<file path="config.mk">
export PLATFORM = sky130hd
export DESIGN_NAME = reg_engine_top
export DESIGN_NICKNAME = d
export VERILOG_FILES = /design/src/reg_engine_pkg.sv /design/src/regfile.sv /design/src/sync_fifo.sv /design/src/axil_cmd_port.sv /design/src/exec_unit.sv /design/src/reg_engine_top.sv
export SDC_FILE = /design/constraint.sdc
export NUM_CORES = 1
export LEC_CHECK = 0
export BUFFER_PORTS_ARGS = -buffer_cell sky130_fd_sc_hd__buf_2
export CAP_MARGIN = 20
export CORE_MARGIN = 4
export CORE_UTILIZATION = 40
export DETAILED_ROUTE_END_ITERATION = 8
export PLACE_DENSITY = 0.58
export SYNTH_ARGS = -nofsm -noshare
export SYNTH_HDL_FRONTEND = slang
export SYNTH_HIERARCHICAL = 1
export SYNTH_SLANG_ARGS = --single-unit
export TNS_END_PERCENT = 100
</file>
<file path="constraint.sdc">
create_clock -name clk -period 7.25 [get_ports clk]
set_clock_uncertainty 0.15 [all_clocks]
set_input_delay 1.45 -clock clk [delete_from_list [all_inputs] [get_ports clk]]
set_output_delay 1.45 -clock clk [all_outputs]
set_load 0.02 [all_outputs]
</file>
<file path="src/reg_engine_pkg.sv">
package reg_engine_pkg;

	//////////////////////////////
	// Datapath sizes
	//////////////////////////////

	localparam int data_width = 16;
	localparam int reg_count = 16;
	localparam int reg_addr_width = 4;
	localparam int instr_width = 16;

	// Shift amount comes from the low bits of rs2
	localparam int shift_width = 4;

	//////////////////////////////
	// Instruction format
	//////////////////////////////

	localparam int opcode_msb = 15;
	localparam int opcode_lsb = 12;
	localparam int rd_msb = 11;
	localparam int rd_lsb = 8;
	localparam int rs1_msb = 7;
	localparam int rs1_lsb = 4;
	localparam int rs2_msb = 3;
	localparam int rs2_lsb = 0;
	// LDI immediate overlays rs1 and rs2
	localparam int imm_msb = 7;
	localparam int imm_lsb = 0;

	// Codes not listed here behave as NOP
	typedef enum logic [3:0] {
		op_nop = 4'h0,
		op_add = 4'h1,
		op_sub = 4'h2,
		op_and = 4'h3,
		op_or  = 4'h4,
		op_xor = 4'h5,
		op_shl = 4'h6,
		op_shr = 4'h7,
		op_ldi = 4'h8,
		op_out = 4'h9
	} opcode_e;

	//////////////////////////////
	// Queues and host bus
	//////////////////////////////

	localparam int cmd_fifo_depth = 8;
	localparam int res_fifo_depth = 8;
	localparam int level_width = 4;

	localparam int axi_addr_width = 4;
	localparam int axi_data_width = 32;
	localparam int axi_strb_width = axi_data_width / 8;

	localparam logic [axi_addr_width-1:0] addr_cmd = 4'h0;
	localparam logic [axi_addr_width-1:0] addr_result = 4'h4;
	localparam logic [axi_addr_width-1:0] addr_status = 4'h8;

	// Level fields inside the status word
	localparam int status_cmd_lsb = 0;
	localparam int status_res_lsb = 8;

	localparam logic [1:0] resp_okay = 2'b00;
	localparam logic [1:0] resp_slverr = 2'b10;

endpackage

</file>
<file path="src/regfile.sv">
`timescale 1ns/1ps

module regfile (
	input  logic                                      clk,
	input  logic                                      reset,
	input  logic                                      write,
	input  logic [reg_engine_pkg::reg_addr_width-1:0] write_select,
	input  logic [reg_engine_pkg::reg_addr_width-1:0] read_select_1,
	input  logic [reg_engine_pkg::reg_addr_width-1:0] read_select_2,
	input  logic [reg_engine_pkg::data_width-1:0]     write_data,
	output logic [reg_engine_pkg::data_width-1:0]     read_data_1,
	output logic [reg_engine_pkg::data_width-1:0]     read_data_2
);

	logic [reg_engine_pkg::data_width-1:0] regs [reg_engine_pkg::reg_count];

	// Whole array clears on reset
	always_ff @(posedge clk) begin
		if (!reset) begin
			for (int i = 0; i < reg_engine_pkg::reg_count; i++) begin
				regs[i] <= '0;
			end
		end else if (write) begin
			regs[write_select] <= write_data;
		end
	end

	// Read ports, no bypass of a same-cycle write
	always_comb begin
		read_data_1 = regs[read_select_1];
		read_data_2 = regs[read_select_2];
	end

	a_write_select_known: assert property (
		@(posedge clk) disable iff (!reset)
		write |-> !$isunknown(write_select)
	) else $error("regfile write with unknown select");

endmodule

</file>
<file path="src/sync_fifo.sv">
`timescale 1ns/1ps

module sync_fifo #(
	parameter int width = reg_engine_pkg::data_width,
	parameter int depth = 8
) (
	input  logic                         clk,
	input  logic                         reset,
	input  logic                         push_valid,
	input  logic [width-1:0]             push_data,
	output logic                         push_ready,
	output logic                         pop_valid,
	output logic [width-1:0]             pop_data,
	input  logic                         pop,
	output logic [$clog2(depth+1)-1:0]   level
);

	logic [width-1:0]           mem [depth];
	logic [$clog2(depth)-1:0]   wr_ptr;
	logic [$clog2(depth)-1:0]   rd_ptr;
	logic [$clog2(depth+1)-1:0] count;
	logic                       do_push;
	logic                       do_pop;

	assign push_ready = (count != depth);
	assign pop_valid = (count != 0);
	// Show-ahead head
	assign pop_data = mem[rd_ptr];
	assign level = count;

	assign do_push = push_valid && push_ready;
	assign do_pop = pop && pop_valid;

	always_ff @(posedge clk) begin
		if (do_push) begin
			mem[wr_ptr] <= push_data;
		end
	end

	always_ff @(posedge clk) begin
		if (!reset) begin
			wr_ptr <= '0;
			rd_ptr <= '0;
			count <= '0;
		end else begin
			if (do_push) begin
				wr_ptr <= (wr_ptr == depth - 1) ? '0 : wr_ptr + 1'b1;
			end
			if (do_pop) begin
				rd_ptr <= (rd_ptr == depth - 1) ? '0 : rd_ptr + 1'b1;
			end
			// Simultaneous push and pop leave the count alone
			if (do_push && !do_pop) begin
				count <= count + 1'b1;
			end else if (do_pop && !do_push) begin
				count <= count - 1'b1;
			end
		end
	end

	// A push refused while full stays offered with the same data
	a_push_held_when_full: assert property (
		@(posedge clk) disable iff (!reset)
		push_valid && !push_ready |=> push_valid && $stable(push_data)
	) else $error("sync_fifo push withdrawn or changed while full");

	a_no_pop_when_empty: assert property (
		@(posedge clk) disable iff (!reset)
		pop |-> pop_valid
	) else $error("sync_fifo popped while empty");

endmodule

</file>
<file path="src/axil_cmd_port.sv">
`timescale 1ns/1ps

module axil_cmd_port (
	input  logic                                      clk,
	input  logic                                      reset,
	// AXI4-Lite write address and data
	input  logic [reg_engine_pkg::axi_addr_width-1:0] awaddr,
	input  logic                                      awvalid,
	output logic                                      awready,
	input  logic [reg_engine_pkg::axi_data_width-1:0] wdata,
	input  logic [reg_engine_pkg::axi_strb_width-1:0] wstrb,
	input  logic                                      wvalid,
	output logic                                      wready,
	// AXI4-Lite write response
	output logic [1:0]                                bresp,
	output logic                                      bvalid,
	input  logic                                      bready,
	// AXI4-Lite read
	input  logic [reg_engine_pkg::axi_addr_width-1:0] araddr,
	input  logic                                      arvalid,
	output logic                                      arready,
	output logic [reg_engine_pkg::axi_data_width-1:0] rdata,
	output logic [1:0]                                rresp,
	output logic                                      rvalid,
	input  logic                                      rready,
	// Command queue push side
	output logic                                      cmd_push_valid,
	output logic [reg_engine_pkg::instr_width-1:0]    cmd_push_data,
	input  logic                                      cmd_push_ready,
	// Result queue pop side
	input  logic                                      res_valid,
	input  logic [reg_engine_pkg::data_width-1:0]     res_data,
	output logic                                      res_pop,
	// Queue levels for status
	input  logic [reg_engine_pkg::level_width-1:0]    cmd_level,
	input  logic [reg_engine_pkg::level_width-1:0]    res_level
);

	logic                                      wr_is_cmd;
	logic                                      write_accept;
	logic                                      read_accept;
	logic [reg_engine_pkg::axi_data_width-1:0] status_word;

	//////////////////////////////
	// Write channel
	//////////////////////////////

	assign wr_is_cmd = (awaddr == reg_engine_pkg::addr_cmd);

	// Address and data taken together, cmd writes wait for queue space
	assign write_accept = awvalid && wvalid && !bvalid && (!wr_is_cmd || cmd_push_ready);

	assign awready = write_accept;
	assign wready = write_accept;

	// Byte strobes play no part, every write is a full instruction word
	assign cmd_push_valid = write_accept && wr_is_cmd;
	assign cmd_push_data = wdata[reg_engine_pkg::instr_width-1:0];

	always_ff @(posedge clk) begin
		if (!reset) begin
			bvalid <= 1'b0;
		end else if (write_accept) begin
			bvalid <= 1'b1;
		end else if (bready) begin
			bvalid <= 1'b0;
		end
	end

	always_ff @(posedge clk) begin
		if (write_accept) begin
			bresp <= wr_is_cmd ? reg_engine_pkg::resp_okay : reg_engine_pkg::resp_slverr;
		end
	end

	//////////////////////////////
	// Read channel
	//////////////////////////////

	assign read_accept = arvalid && !rvalid;
	assign arready = read_accept;

	// Result head leaves the queue in the accept cycle
	assign res_pop = read_accept && (araddr == reg_engine_pkg::addr_result) && res_valid;

	always_comb begin
		status_word = '0;
		status_word[reg_engine_pkg::status_cmd_lsb +: reg_engine_pkg::level_width] = cmd_level;
		status_word[reg_engine_pkg::status_res_lsb +: reg_engine_pkg::level_width] = res_level;
	end

	always_ff @(posedge clk) begin
		if (!reset) begin
			rvalid <= 1'b0;
		end else if (read_accept) begin
			rvalid <= 1'b1;
		end else if (rready) begin
			rvalid <= 1'b0;
		end
	end

	always_ff @(posedge clk) begin
		if (read_accept) begin
			case (araddr)
				reg_engine_pkg::addr_result: begin
					if (res_valid) begin
						rdata <= reg_engine_pkg::axi_data_width'(res_data);
						rresp <= reg_engine_pkg::resp_okay;
					end else begin
						rdata <= '0;
						rresp <= reg_engine_pkg::resp_slverr;
					end
				end
				reg_engine_pkg::addr_status: begin
					rdata <= status_word;
					rresp <= reg_engine_pkg::resp_okay;
				end
				default: begin
					rdata <= '0;
					rresp <= reg_engine_pkg::resp_slverr;
				end
			endcase
		end
	end

	a_b_hold: assert property (
		@(posedge clk) disable iff (!reset)
		bvalid && !bready |=> bvalid && $stable(bresp)
	) else $error("write response dropped or changed before bready");

	a_r_hold: assert property (
		@(posedge clk) disable iff (!reset)
		rvalid && !rready |=> rvalid && $stable(rresp) && $stable(rdata)
	) else $error("read response dropped or changed before rready");

endmodule

</file>
<file path="src/exec_unit.sv">
`timescale 1ns/1ps

module exec_unit (
	input  logic                                   clk,
	input  logic                                   reset,
	// Command queue head
	input  logic                                   cmd_valid,
	input  logic [reg_engine_pkg::instr_width-1:0] cmd_data,
	output logic                                   cmd_pop,
	// Result queue push side
	output logic                                   res_push_valid,
	output logic [reg_engine_pkg::data_width-1:0]  res_push_data,
	input  logic                                   res_push_ready
);

	reg_engine_pkg::opcode_e                  opcode;
	logic [reg_engine_pkg::reg_addr_width-1:0] rd;
	logic [reg_engine_pkg::reg_addr_width-1:0] rs1;
	logic [reg_engine_pkg::reg_addr_width-1:0] rs2;
	logic [reg_engine_pkg::data_width-1:0]     imm_ext;
	logic [reg_engine_pkg::data_width-1:0]     op_a;
	logic [reg_engine_pkg::data_width-1:0]     op_b;
	logic [reg_engine_pkg::data_width-1:0]     alu_result;
	logic                                      writes_rd;
	logic                                      is_out;
	logic                                      rf_write;

	//////////////////////////////
	// Decode
	//////////////////////////////

	assign opcode = reg_engine_pkg::opcode_e'(
		cmd_data[reg_engine_pkg::opcode_msb:reg_engine_pkg::opcode_lsb]);
	assign rd = cmd_data[reg_engine_pkg::rd_msb:reg_engine_pkg::rd_lsb];
	assign rs1 = cmd_data[reg_engine_pkg::rs1_msb:reg_engine_pkg::rs1_lsb];
	assign rs2 = cmd_data[reg_engine_pkg::rs2_msb:reg_engine_pkg::rs2_lsb];
	assign imm_ext = reg_engine_pkg::data_width'(
		cmd_data[reg_engine_pkg::imm_msb:reg_engine_pkg::imm_lsb]);

	regfile u_regfile (
		.clk           (clk),
		.reset         (reset),
		.write         (rf_write),
		.write_select  (rd),
		.read_select_1 (rs1),
		.read_select_2 (rs2),
		.write_data    (alu_result),
		.read_data_1   (op_a),
		.read_data_2   (op_b)
	);

	//////////////////////////////
	// ALU
	//////////////////////////////

	always_comb begin
		alu_result = '0;
		writes_rd = 1'b0;
		is_out = 1'b0;
		case (opcode)
			reg_engine_pkg::op_add: begin
				alu_result = op_a + op_b;
				writes_rd = 1'b1;
			end
			reg_engine_pkg::op_sub: begin
				alu_result = op_a - op_b;
				writes_rd = 1'b1;
			end
			reg_engine_pkg::op_and: begin
				alu_result = op_a & op_b;
				writes_rd = 1'b1;
			end
			reg_engine_pkg::op_or: begin
				alu_result = op_a | op_b;
				writes_rd = 1'b1;
			end
			reg_engine_pkg::op_xor: begin
				alu_result = op_a ^ op_b;
				writes_rd = 1'b1;
			end
			reg_engine_pkg::op_shl: begin
				alu_result = op_a << op_b[reg_engine_pkg::shift_width-1:0];
				writes_rd = 1'b1;
			end
			reg_engine_pkg::op_shr: begin
				alu_result = op_a >> op_b[reg_engine_pkg::shift_width-1:0];
				writes_rd = 1'b1;
			end
			reg_engine_pkg::op_ldi: begin
				alu_result = imm_ext;
				writes_rd = 1'b1;
			end
			reg_engine_pkg::op_out: begin
				is_out = 1'b1;
			end
			// NOP and undefined codes
			default: begin
			end
		endcase
	end

	// OUT holds the head until the result queue has room
	assign res_push_valid = cmd_valid && is_out;
	assign res_push_data = op_a;
	assign cmd_pop = cmd_valid && (!is_out || res_push_ready);
	assign rf_write = cmd_pop && writes_rd;

	// Unpopped head stays at the front of the command queue
	a_head_held: assert property (
		@(posedge clk) disable iff (!reset)
		cmd_valid && !cmd_pop |=> cmd_valid && $stable(cmd_data)
	) else $error("command head changed before exec_unit popped it");

	// Stalled OUT keeps its value while the result queue is full
	a_out_stall_stable: assert property (
		@(posedge clk) disable iff (!reset)
		res_push_valid && !res_push_ready |=> res_push_valid && $stable(res_push_data)
	) else $error("stalled OUT changed before the result queue took it");

endmodule

</file>
<file path="src/reg_engine_top.sv">
`timescale 1ns/1ps

module reg_engine_top (
	input  logic                                      clk,
	input  logic                                      reset,
	input  logic [reg_engine_pkg::axi_addr_width-1:0] awaddr,
	input  logic                                      awvalid,
	output logic                                      awready,
	input  logic [reg_engine_pkg::axi_data_width-1:0] wdata,
	input  logic [reg_engine_pkg::axi_strb_width-1:0] wstrb,
	input  logic                                      wvalid,
	output logic                                      wready,
	output logic [1:0]                                bresp,
	output logic                                      bvalid,
	input  logic                                      bready,
	input  logic [reg_engine_pkg::axi_addr_width-1:0] araddr,
	input  logic                                      arvalid,
	output logic                                      arready,
	output logic [reg_engine_pkg::axi_data_width-1:0] rdata,
	output logic [1:0]                                rresp,
	output logic                                      rvalid,
	input  logic                                      rready
);

	logic                                   cmd_push_valid;
	logic [reg_engine_pkg::instr_width-1:0] cmd_push_data;
	logic                                   cmd_push_ready;
	logic                                   cmd_valid;
	logic [reg_engine_pkg::instr_width-1:0] cmd_data;
	logic                                   cmd_pop;
	logic [reg_engine_pkg::level_width-1:0] cmd_level;
	logic                                   res_push_valid;
	logic [reg_engine_pkg::data_width-1:0]  res_push_data;
	logic                                   res_push_ready;
	logic                                   res_valid;
	logic [reg_engine_pkg::data_width-1:0]  res_data;
	logic                                   res_pop;
	logic [reg_engine_pkg::level_width-1:0] res_level;

	// Host side
	axil_cmd_port u_axil_cmd_port (
		.clk            (clk),
		.reset          (reset),
		.awaddr         (awaddr),
		.awvalid        (awvalid),
		.awready        (awready),
		.wdata          (wdata),
		.wstrb          (wstrb),
		.wvalid         (wvalid),
		.wready         (wready),
		.bresp          (bresp),
		.bvalid         (bvalid),
		.bready         (bready),
		.araddr         (araddr),
		.arvalid        (arvalid),
		.arready        (arready),
		.rdata          (rdata),
		.rresp          (rresp),
		.rvalid         (rvalid),
		.rready         (rready),
		.cmd_push_valid (cmd_push_valid),
		.cmd_push_data  (cmd_push_data),
		.cmd_push_ready (cmd_push_ready),
		.res_valid      (res_valid),
		.res_data       (res_data),
		.res_pop        (res_pop),
		.cmd_level      (cmd_level),
		.res_level      (res_level)
	);

	// Instruction queue
	sync_fifo #(
		.width (reg_engine_pkg::instr_width),
		.depth (reg_engine_pkg::cmd_fifo_depth)
	) u_cmd_fifo (
		.clk        (clk),
		.reset      (reset),
		.push_valid (cmd_push_valid),
		.push_data  (cmd_push_data),
		.push_ready (cmd_push_ready),
		.pop_valid  (cmd_valid),
		.pop_data   (cmd_data),
		.pop        (cmd_pop),
		.level      (cmd_level)
	);

	exec_unit u_exec_unit (
		.clk            (clk),
		.reset          (reset),
		.cmd_valid      (cmd_valid),
		.cmd_data       (cmd_data),
		.cmd_pop        (cmd_pop),
		.res_push_valid (res_push_valid),
		.res_push_data  (res_push_data),
		.res_push_ready (res_push_ready)
	);

	// OUT values waiting for the host
	sync_fifo #(
		.width (reg_engine_pkg::data_width),
		.depth (reg_engine_pkg::res_fifo_depth)
	) u_res_fifo (
		.clk        (clk),
		.reset      (reset),
		.push_valid (res_push_valid),
		.push_data  (res_push_data),
		.push_ready (res_push_ready),
		.pop_valid  (res_valid),
		.pop_data   (res_data),
		.pop        (res_pop),
		.level      (res_level)
	);

endmodule

</file>
Yosys cells after proc, flatten, opt, wreduce, memory -nomap -nowiden
Memories as Yosys holds them, arrays and structs flattened. A register that Yosys moved wholly into a read port is not among the register bits.
Index checks and enable logic that the tools add are counted.

word-level totals
  memories = 3
  memory bits (writable) = 512
  input port bits = 51
  flip-flop bits (word level) = 58
  logic and storage cells = 118

memory list
  name                        words  width  read ports  clocked after memory_dff  write ports  RTL line         text
  u_exec_unit.u_regfile.regs  16     16     2           0                         16           regfile.sv:15    logic [reg_engine_pkg::data_width-1:0] regs [reg_engine_pkg::reg_count];
  u_cmd_fifo.mem              8      16     1           1                         1            sync_fifo.sv:18  logic [width-1:0] mem [depth];
  u_res_fifo.mem              8      16     1           1                         1            sync_fifo.sv:18

cells by class
  equality and inequality tests = 17
  muxes and demuxes = 35
  reduce and logical (&&, ||, !) cells = 37
  bitwise gates (word level) = 3
  $add $sub $neg = 10
  shifts and indexed selects = 2

operator list
  operator               count
  $pmux W16 S8           1
  $mux W16               2
  $pmux W16 S2           1
  $mux W3                8
  $eq A4 B3 Y1 const B   5
  $mux W4                5
  $logic_and A1 B1 Y1    18
  $add A16 B16 Y16       1
  $and A16 B16 Y16       1
  $or A16 B16 Y16        1
  $reduce_or A16 Y1      1
  $shl A16 B4 Y16        1
  $shr A16 B4 Y16        1
  $sub A16 B16 Y16       1
  $xor A16 B16 Y16       1
  $mux W1                15
  $add A3 B1 Y3 const B  4
  $eq A3 B3 Y1 const B   4
  $eq A4 B4 Y1 const B   3
  $add A4 B1 Y4 const B  2
  $eq A4 B2 Y1 const B   2
  $logic_not A1 Y1       8
  $ne A4 B4 Y1 const B   2
  $reduce_bool A2 Y1     4
  other kinds (8)        12

Longest topological paths before layout
Gate-level depths: netlist (run 1).

  depth after elaboration = 11
  mapped depth = 28

Modules after synthesis
Netlist (run 1), hierarchy kept.

by module, submodules not included
  module                   instances  area an instance (sq um)  cells an instance
  regfile                  1          13538.0                   859
  sync_fifo at u_res_fifo  1          5597.9                    260
  sync_fifo at u_cmd_fifo  1          5594.1                    260
  exec_unit                1          3498.4                    483
  axil_cmd_port            1          1089.8                    88

Least setup slack after synthesis (run 1)
Ideal clock, no wire load.

  path kind = register -> register
  start point = register (tool-made name)
  end point = memory u_exec_unit/u_regfile/regs[11][15] (netlist name), data pin
  setup time = 0.255 ns
  data arrival time = 5.891 ns
  data required time = 6.845 ns
  period minus slack after synthesis = 6.296 ns
  setup slack = 0.954 ns
  cell stages (with the launch flop) = 29
  cells stage by stage = dfxtp_1 -> buf_6 -> buf_6 -> mux4_2 -> mux2_2 -> buf_4 -> buf_4 -> mux4_2 -> a22oi_1 -> nand2_1 -> buf_2 -> inv_1 -> buf_4 -> buf_4 -> ha_1 -> nand2_1 -> or4_1 -> nor2_1 -> a21oi_1 -> xnor2_1 -> ha_1 -> a21o_1 -> a21o_1 -> a221o_1 -> a31o_2 -> xnor2_1 -> o21ai_1 -> clkbuf_1 -> and2_1

RTL lines
  item              RTL line
  end: declaration  regfile.sv:15

==> flow_metrics.env, run 1 <==
export IMPL_crit_path_end_kind="flip-flop"
export IMPL_clkPwrFrac_pct=41.2
export IMPL_avgSynthCellArea_sq_um=15.0
export IMPL_cts_buffer_depth=3
export IMPL_power_density_nw_per_um2=214
export IMPL_htreeDepth=2
export IMPL_cp_depth=19
export IMPL_timing_hold_violations_final=0
export IMPL_cts_buffers=61
export IMPL_start_util_pct=40.3
export IMPL_dieWidth_um=279
export IMPL_arrival_ps=6800
export IMPL_finalPower_uw=7030
export IMPL_num_fill_cells=6433
export IMPL_ys_seq_area_share_pct=56.2
export IMPL_syn_area_sq_um=29300
export IMPL_clk_pin_slew_ps=60
export IMPL_cts_resized=0
export IMPL_p_sw_uw=1650
export IMPL_port_buffers=53
export IMPL_wl_um=76700
export IMPL_fin_area_sq_um=32800
export IMPL_coreArea_sq_um=72800
export IMPL_drc=0
export IMPL_setup_ws_ps=701
export IMPL_setup_tns_ps=0
export IMPL_drt_initial_drc_count=1442
export IMPL_num_rows=99
export IMPL_ctsHoldBuffers=0
export IMPL_grtUsageTotal_pct=19.4
export IMPL_setup_viol=0
export IMPL_grt_max_degree=54
export IMPL_p_int_uw=5380
export IMPL_viasPerCell=5.77
export IMPL_die_h_um=279
export IMPL_hold_depth=2
export IMPL_cts_sinks=558
export IMPL_area_growth_pct=11.8
export IMPL_cp_start_kind="flip-flop"
export IMPL_rsz0062_at_grt="no"
export IMPL_wl_per_cell_um=25.2
export IMPL_synth_cell_type_count=91
export IMPL_slowest_stage="mux4_1"
export IMPL_ys_warnings_count=6
export IMPL_cts_tree="built"
export IMPL_vias=17600
export IMPL_place_area_sq_um=30800
export IMPL_async_flop_share_pct=0
export IMPL_seq_area_sq_um=16500
export IMPL_dp_hpwl_um=50100
export IMPL_p_seq_share_pct=51.3
export IMPL_critPathKind="flip-flop to flip-flop"
export IMPL_crit_family="compound AO/OA/AOI/OAI gates"
export IMPL_finalNetCount=2149
export IMPL_diodes=0
export IMPL_ios=92
export IMPL_crit_buf_inv=3
export IMPL_routabilityCongestion=0.912
export IMPL_grt_pass1_vias=17900
export IMPL_slew_viol_final=0
export IMPL_drive_above_1_share_pct=24.6
export IMPL_leakage_uw=0.0116
export IMPL_dieArea_sq_um=77700
export IMPL_post_cts_buffers=0
export IMPL_yosysMostFrequentCell="edfxtp_1"
export IMPL_synth_top_area_share_pct=54.3
export IMPL_synth_top_cells_by_area="edfxtp_1 (54%), mux4_2 (11%), and2_1 (5.8%), mux4_1 (5.0%), ha_1 (2.7%)"
export IMPL_switching_share_pct=23.4
export IMPL_fmax_mhz=153
export IMPL_drtAntennaViolNets=0
export IMPL_crit_chain="buf_4 > mux4_1 > mux2_2 > nor2b_1 > a22oi_1 > nand2_2 > buf_4 > nor3_1 > nor2_1 > xnor2_1 > ha_1 > o211ai_1 > a21oi_1 > o311a_1 > a21oi_1 > xor2_1 > o221ai_1 > buf_4 > and2_1"
export IMPL_slowest_delay_ps=570
export IMPL_maxCapViolCount=0
export IMPL_grt_ovfl_total=0
export IMPL_pre_cts_ws_ps=419
export IMPL_fin_crit_sh_pct=90.3
export IMPL_ys_top_cells_by_count="edfxtp_1 (530), and2_1 (272), mux4_2 (144), nand2_1 (91), nor2_1 (74)"
export IMPL_synth_top_cell_by_area="edfxtp_1"
export IMPL_synth_edf_count=530
export IMPL_pwr_share_comb_pct=7.4
export IMPL_required_ps=7500
export IMPL_status="finished, final reports clean"
export IMPL_cp_common_cell="buf_4"
export IMPL_grt_pass1_wl_um=114000
export IMPL_path_max_fanout=43
export IMPL_ir_drop_mv=0.178
export IMPL_finalCriticalPeriod_ps=6550
export IMPL_antenna_found_initial=1
export IMPL_relSlewSlack_pct=24.3
export IMPL_root_buffer="clkbuf_16"
export IMPL_rr_worst_depth=19
export IMPL_clock_latency_ps=670
export IMPL_first_pass_iters=5
export IMPL_tightest_slew_ps=1130
export IMPL_synth_cells=1950
export IMPL_synth_seq_cells=558
export IMPL_ys_flop_type="edfxtp_1"
export IMPL_hold_path_class="flip-flop to flip-flop"
export IMPL_multi_input_comb_area_sq_um=11900
==> flip-flops by register name, summed over array words and instances (netlist names), named ones only <==
signal	flops
u_res_fifo/mem	128
u_axil_cmd_port/rvalid	1
u_axil_cmd_port/rdata	16
u_axil_cmd_port/bvalid	1
u_cmd_fifo/mem	128
u_cmd_fifo/rd_ptr	3
u_cmd_fifo/level	4
u_res_fifo/level	4
u_axil_cmd_port/bresp	1
u_axil_cmd_port/rresp	1
u_res_fifo/rd_ptr	3
u_cmd_fifo/wr_ptr	3
u_exec_unit/u_regfile/regs	256
u_res_fifo/wr_ptr	3
==> worst reg2reg max path, delay by kind of cell, from the launching register on <==
kind	cells	cell delay, ps
compound gates	6	1650
simple gates	5	1280
buf+inv	3	1150
mux	2	950
flops	1	390
xor+xnor	2	380
fa+ha+maj	1	340
==> cell type report <==
class / instances / area share, %
inverters: 40 / 0.458
clock inverters: 41 / 0.874
repair buffers: 166 / 3.49
well taps: 959 / 3.66
clock buffers: 73 / 4.85
flip-flops and latches: 558 / 50.3
multi-input cells: 1205 / 36.4
==> power by group through the flow <==
| stage | clock network, uW | logic, uW | registers [uW] |
|---|---|---|---|
| CTS | 2970 | 513 | 3610 |
| finish | 2900 | 523 | 3610 |
| global placement | 0 | 503 | 3670 |
| floorplan | 0 | 343 | 3680 |
| global route | 3120 | 558 | 3610 |
| detailed placement | 0 | 511 | 3680 |
==> path summary, 6_finish.rpt <==
check / to / start / slack, ps
max: u_exec_unit/u_regfile/regs[14][11] / flip-flop / 700
min: flip-flop / u_res_fifo/rd_ptr[1] / 340
max reg2reg: u_exec_unit/u_regfile/regs[14][11] / flip-flop / 700
min reg2reg: flip-flop / u_res_fifo/rd_ptr[1] / 340
==> cells by family after synthesis <==
group	synth area share (%)
flops	56.2
fa+ha+maj	2.89
mux	18.5
compound gates	6.29
other cells	0.0128
simple gates	11.5
buf+inv	3.71
xor+xnor	0.922
==> per-stage QoR <==
| stage | cells | hold WS [ps] | utilization [%] |
|---|---|---|---|
| 3_5_place_dp | 2922 | 339 | 42.3 |
| 4_1_cts | 3036 | 346 | 44.9 |
| 6_report | 3042 | 344 | 45.0 |
| 3_3_place_gp | 2921 | 323 | 42.3 |
| 2_1_floorplan | 1967 | 314 | - |
| 5_1_grt | 3042 | 363 | 45.0 |
==> cell usage in the layout, fill, tap and decap left out, types with 24 or more instances in the layout <==
| cell | instances |
|---|---|
| xnor2_1 | 24 |
| ha_1 | 63 |
| mux2i_1 | 24 |
| mux2_2 | 33 |
| inv_1 | 37 |
| dfxtp_1 | 25 |
| mux4_1 | 56 |
| buf_2 | 53 |
| nor2_1 | 74 |
| edfxtp_1 | 530 |
| mux4_2 | 144 |
| clkbuf_16 | 61 |
| a22oi_1 | 69 |
| buf_4 | 108 |
| o21ai_0 | 25 |
| nand2_1 | 89 |
| and2_1 | 272 |
| a21oi_1 | 28 |
==> per-layer routing <==
metal / vias up / track usage (%) / part of all wire [%]
li1: 7766 / - / -
met1: 9049 / 25.1 / 40
met2: 619 / 33.9 / 51
met3: 131 / 2.65 / 6.0
met4: 0 / 6.71 / 3.1
met5: - / 0 / 0
Power figures use the tool's default switching activity.
==> run 2, diff against run 1 <==
==> constraint.sdc (replaced) <==
create_clock -name clk -period 7.05 [get_ports clk]
set_clock_uncertainty 0.15 [all_clocks]
set_input_delay 1.41 -clock clk [delete_from_list [all_inputs] [get_ports clk]]
set_output_delay 1.41 -clock clk [all_outputs]
set_load 0.02 [all_outputs]
==> run 2 against run 1 <==
Net effect: maximum frequency shrank 3.3%; worst setup slack worse by 420 ps; global-route usage grew 0.067 points; sequential power increased by 3%; count of clock-buffer cells in the layout fell by 1; largest cell class unchanged; critical path type unchanged; largest power group unchanged; highest routed layer unchanged; die area unchanged; power rose by 4.8%; wire length rose by 0.84%.
==> flow_metrics.env, run 2 (synthesized netlist as in run 1, its figures left out) <==
export IMPL_status="finished, final reports clean"
export IMPL_top_regs="u_exec_unit/u_regfile/regs (256), u_cmd_fifo/mem (128), u_res_fifo/mem (128)"
export IMPL_vias=17400
export IMPL_relSlewSlack_pct=26.1
export IMPL_final_common_cell="edfxtp_1"
export IMPL_grt_pass1_vias=18000
export IMPL_fmax_mhz=148
export IMPL_drive_above_1_share_pct=25.0
export IMPL_area_growth_pct=12.2
export IMPL_utilization_pct=45.2
export IMPL_hold_path_class="flip-flop to flip-flop"
export IMPL_wl_per_cell_um=25.4
export IMPL_path_max_fanout=43
export IMPL_ios=92
export IMPL_largest_reg_flops=256
export IMPL_grt_ovfl_total=0
export IMPL_fin_area_sq_um=32900
export IMPL_required_ps=7410
export IMPL_finalNetCount=2150
export IMPL_leakage_uw=0.0117
export IMPL_p_sw_uw=1690
export IMPL_power_density_nw_per_um2=224
export IMPL_cts_buffers=60
export IMPL_fin_crit_sh_pct=96.0
export IMPL_tightest_slew_ps=1100
export IMPL_setup_viol=0
export IMPL_grt_max_degree=52
export IMPL_clk_pin_slew_ps=60
export IMPL_clock_latency_ps=650
export IMPL_drt_initial_drc_count=1628
export IMPL_ctsHoldBuffers=0
export IMPL_drc=0
export IMPL_dieWidth_um=279
export IMPL_slew_viol_final=0
export IMPL_setup_tns_ps=0
export IMPL_p_int_uw=5680
export IMPL_first_pass_iters=5
export IMPL_crit_path_end_kind="flip-flop"
export IMPL_die_h_um=279
export IMPL_regMostFlops="u_exec_unit/u_regfile/regs"
export IMPL_ir_drop_mv=0.168
export IMPL_grtUsageTotal_pct=19.5
export IMPL_num_rows=99
export IMPL_wl_um=77400
export IMPL_place_area_sq_um=30900
export IMPL_cts_resized=0
export IMPL_timing_hold_violations_final=0
export IMPL_cts_sinks=558
export IMPL_pwr_share_comb_pct=7.3
export IMPL_arrival_ps=7140
export IMPL_port_buffers=53
export IMPL_maxCapViolCount=0
export IMPL_start_util_pct=40.3
export IMPL_cp_start_kind="flip-flop"
export IMPL_viasPerCell=5.73
export IMPL_dp_hpwl_um=51000
export IMPL_coreArea_sq_um=72800
export IMPL_rsz0062_at_grt="no"
export IMPL_final_cell_mix="edfxtp_1 (530), and2_1 (272), mux4_2 (144)"
export IMPL_p_seq_share_pct=50.4
export IMPL_post_cts_buffers=0
export IMPL_drtAntennaViolNets=0
export IMPL_dieArea_sq_um=77700
export IMPL_antenna_found_initial=1
export IMPL_clkPwrFrac_pct=42.3
export IMPL_critPathKind="flip-flop to flip-flop"
export IMPL_routabilityCongestion=0.915
export IMPL_placed_cells=2926
export IMPL_htreeDepth=2
export IMPL_cts_buffer_depth=3
export IMPL_cts_tree="built"
export IMPL_finalCriticalPeriod_ps=6770
export IMPL_switching_share_pct=22.9
export IMPL_final_cells=3043
export IMPL_grt_pass1_wl_um=115000
export IMPL_root_buffer="clkbuf_16"
run 2: cell count changes in the layout (fill, tap and decap cells not counted):
cell       previous run  this run
inv_16                0         1
clkinv_4              1         3
inv_4                 1         0
inv_8                 2         0
clkbuf_1             10         9
clkinv_8              2         0
clkinv_2             12        16
buf_12                1         2
buf_8                 1         2
diode_2               0         1
bufinv_16             1         5
clkinv_1             17        10
run 2: worst max-delay path, cell delays in order (launching register included):
cell     delay, ps
dfxtp_2        420
buf_4          340
mux4_1         600
mux2_2         360
nor2b_1        700
a22oi_1        310
nand2_2        210
buf_4          500
or3_1          290
nor2_4          80
a21oi_1        190
xnor2_1        150
ha_1           300
and3_1         180
and2_1         170
a221o_1        290
a31o_2         220
xnor2_1        140
o21ai_1        590
buf_4          290
and2_1         140
run 2: layout make-up:
type | count | area, sq um
clock buffers | 72 | 1590
well taps | 959 | 1200
fillers | 6438 | 39900
repair buffers | 168 | 1180
inverters | 40 | 150
flip-flops and latches | 558 | 16500
multi-input cells | 1205 | 11900
clock inverters | 40 | 377
diodes | 1 | 2.50
run 2: through the flow:
step                      setup WS (ps)  hold WS, ps  power [uW]
final                               279          350        7370
after global routing               17.0          400        7630
after CTS                           312          358        7430
after detailed placement            326          353        4310
after global placement              165          316        4300
after floorplan                     754          314        4130
run 2: worst paths after layout:
path / from / end / slack (ps) / depth (start not counted)
max: flip-flop / u_exec_unit/u_regfile/regs[2][15] / 280 / 20
min reg2reg: u_res_fifo/rd_ptr[2] / flip-flop / 350 / 2
min: u_res_fifo/rd_ptr[2] / flip-flop / 350 / 2
max reg2reg: flip-flop / u_exec_unit/u_regfile/regs[2][15] / 280 / 20
run 2: power groups by stage:
stage	combinational, uW	sequential [uW]	clock [uW]
final	538	3710	3120
after global routing	576	3720	3340
after floorplan	353	3780	0
after detailed placement	530	3780	0
after global placement	522	3780	0
after CTS	532	3710	3180
run 2: routing by layer:
metal | track usage (%) | wire length (um)
met1 | 25.4 | 31200
met2 | 34.1 | 38900
met3 | 2.54 | 4950
met4 | 6.15 | 2270
met5 | 0 | 0
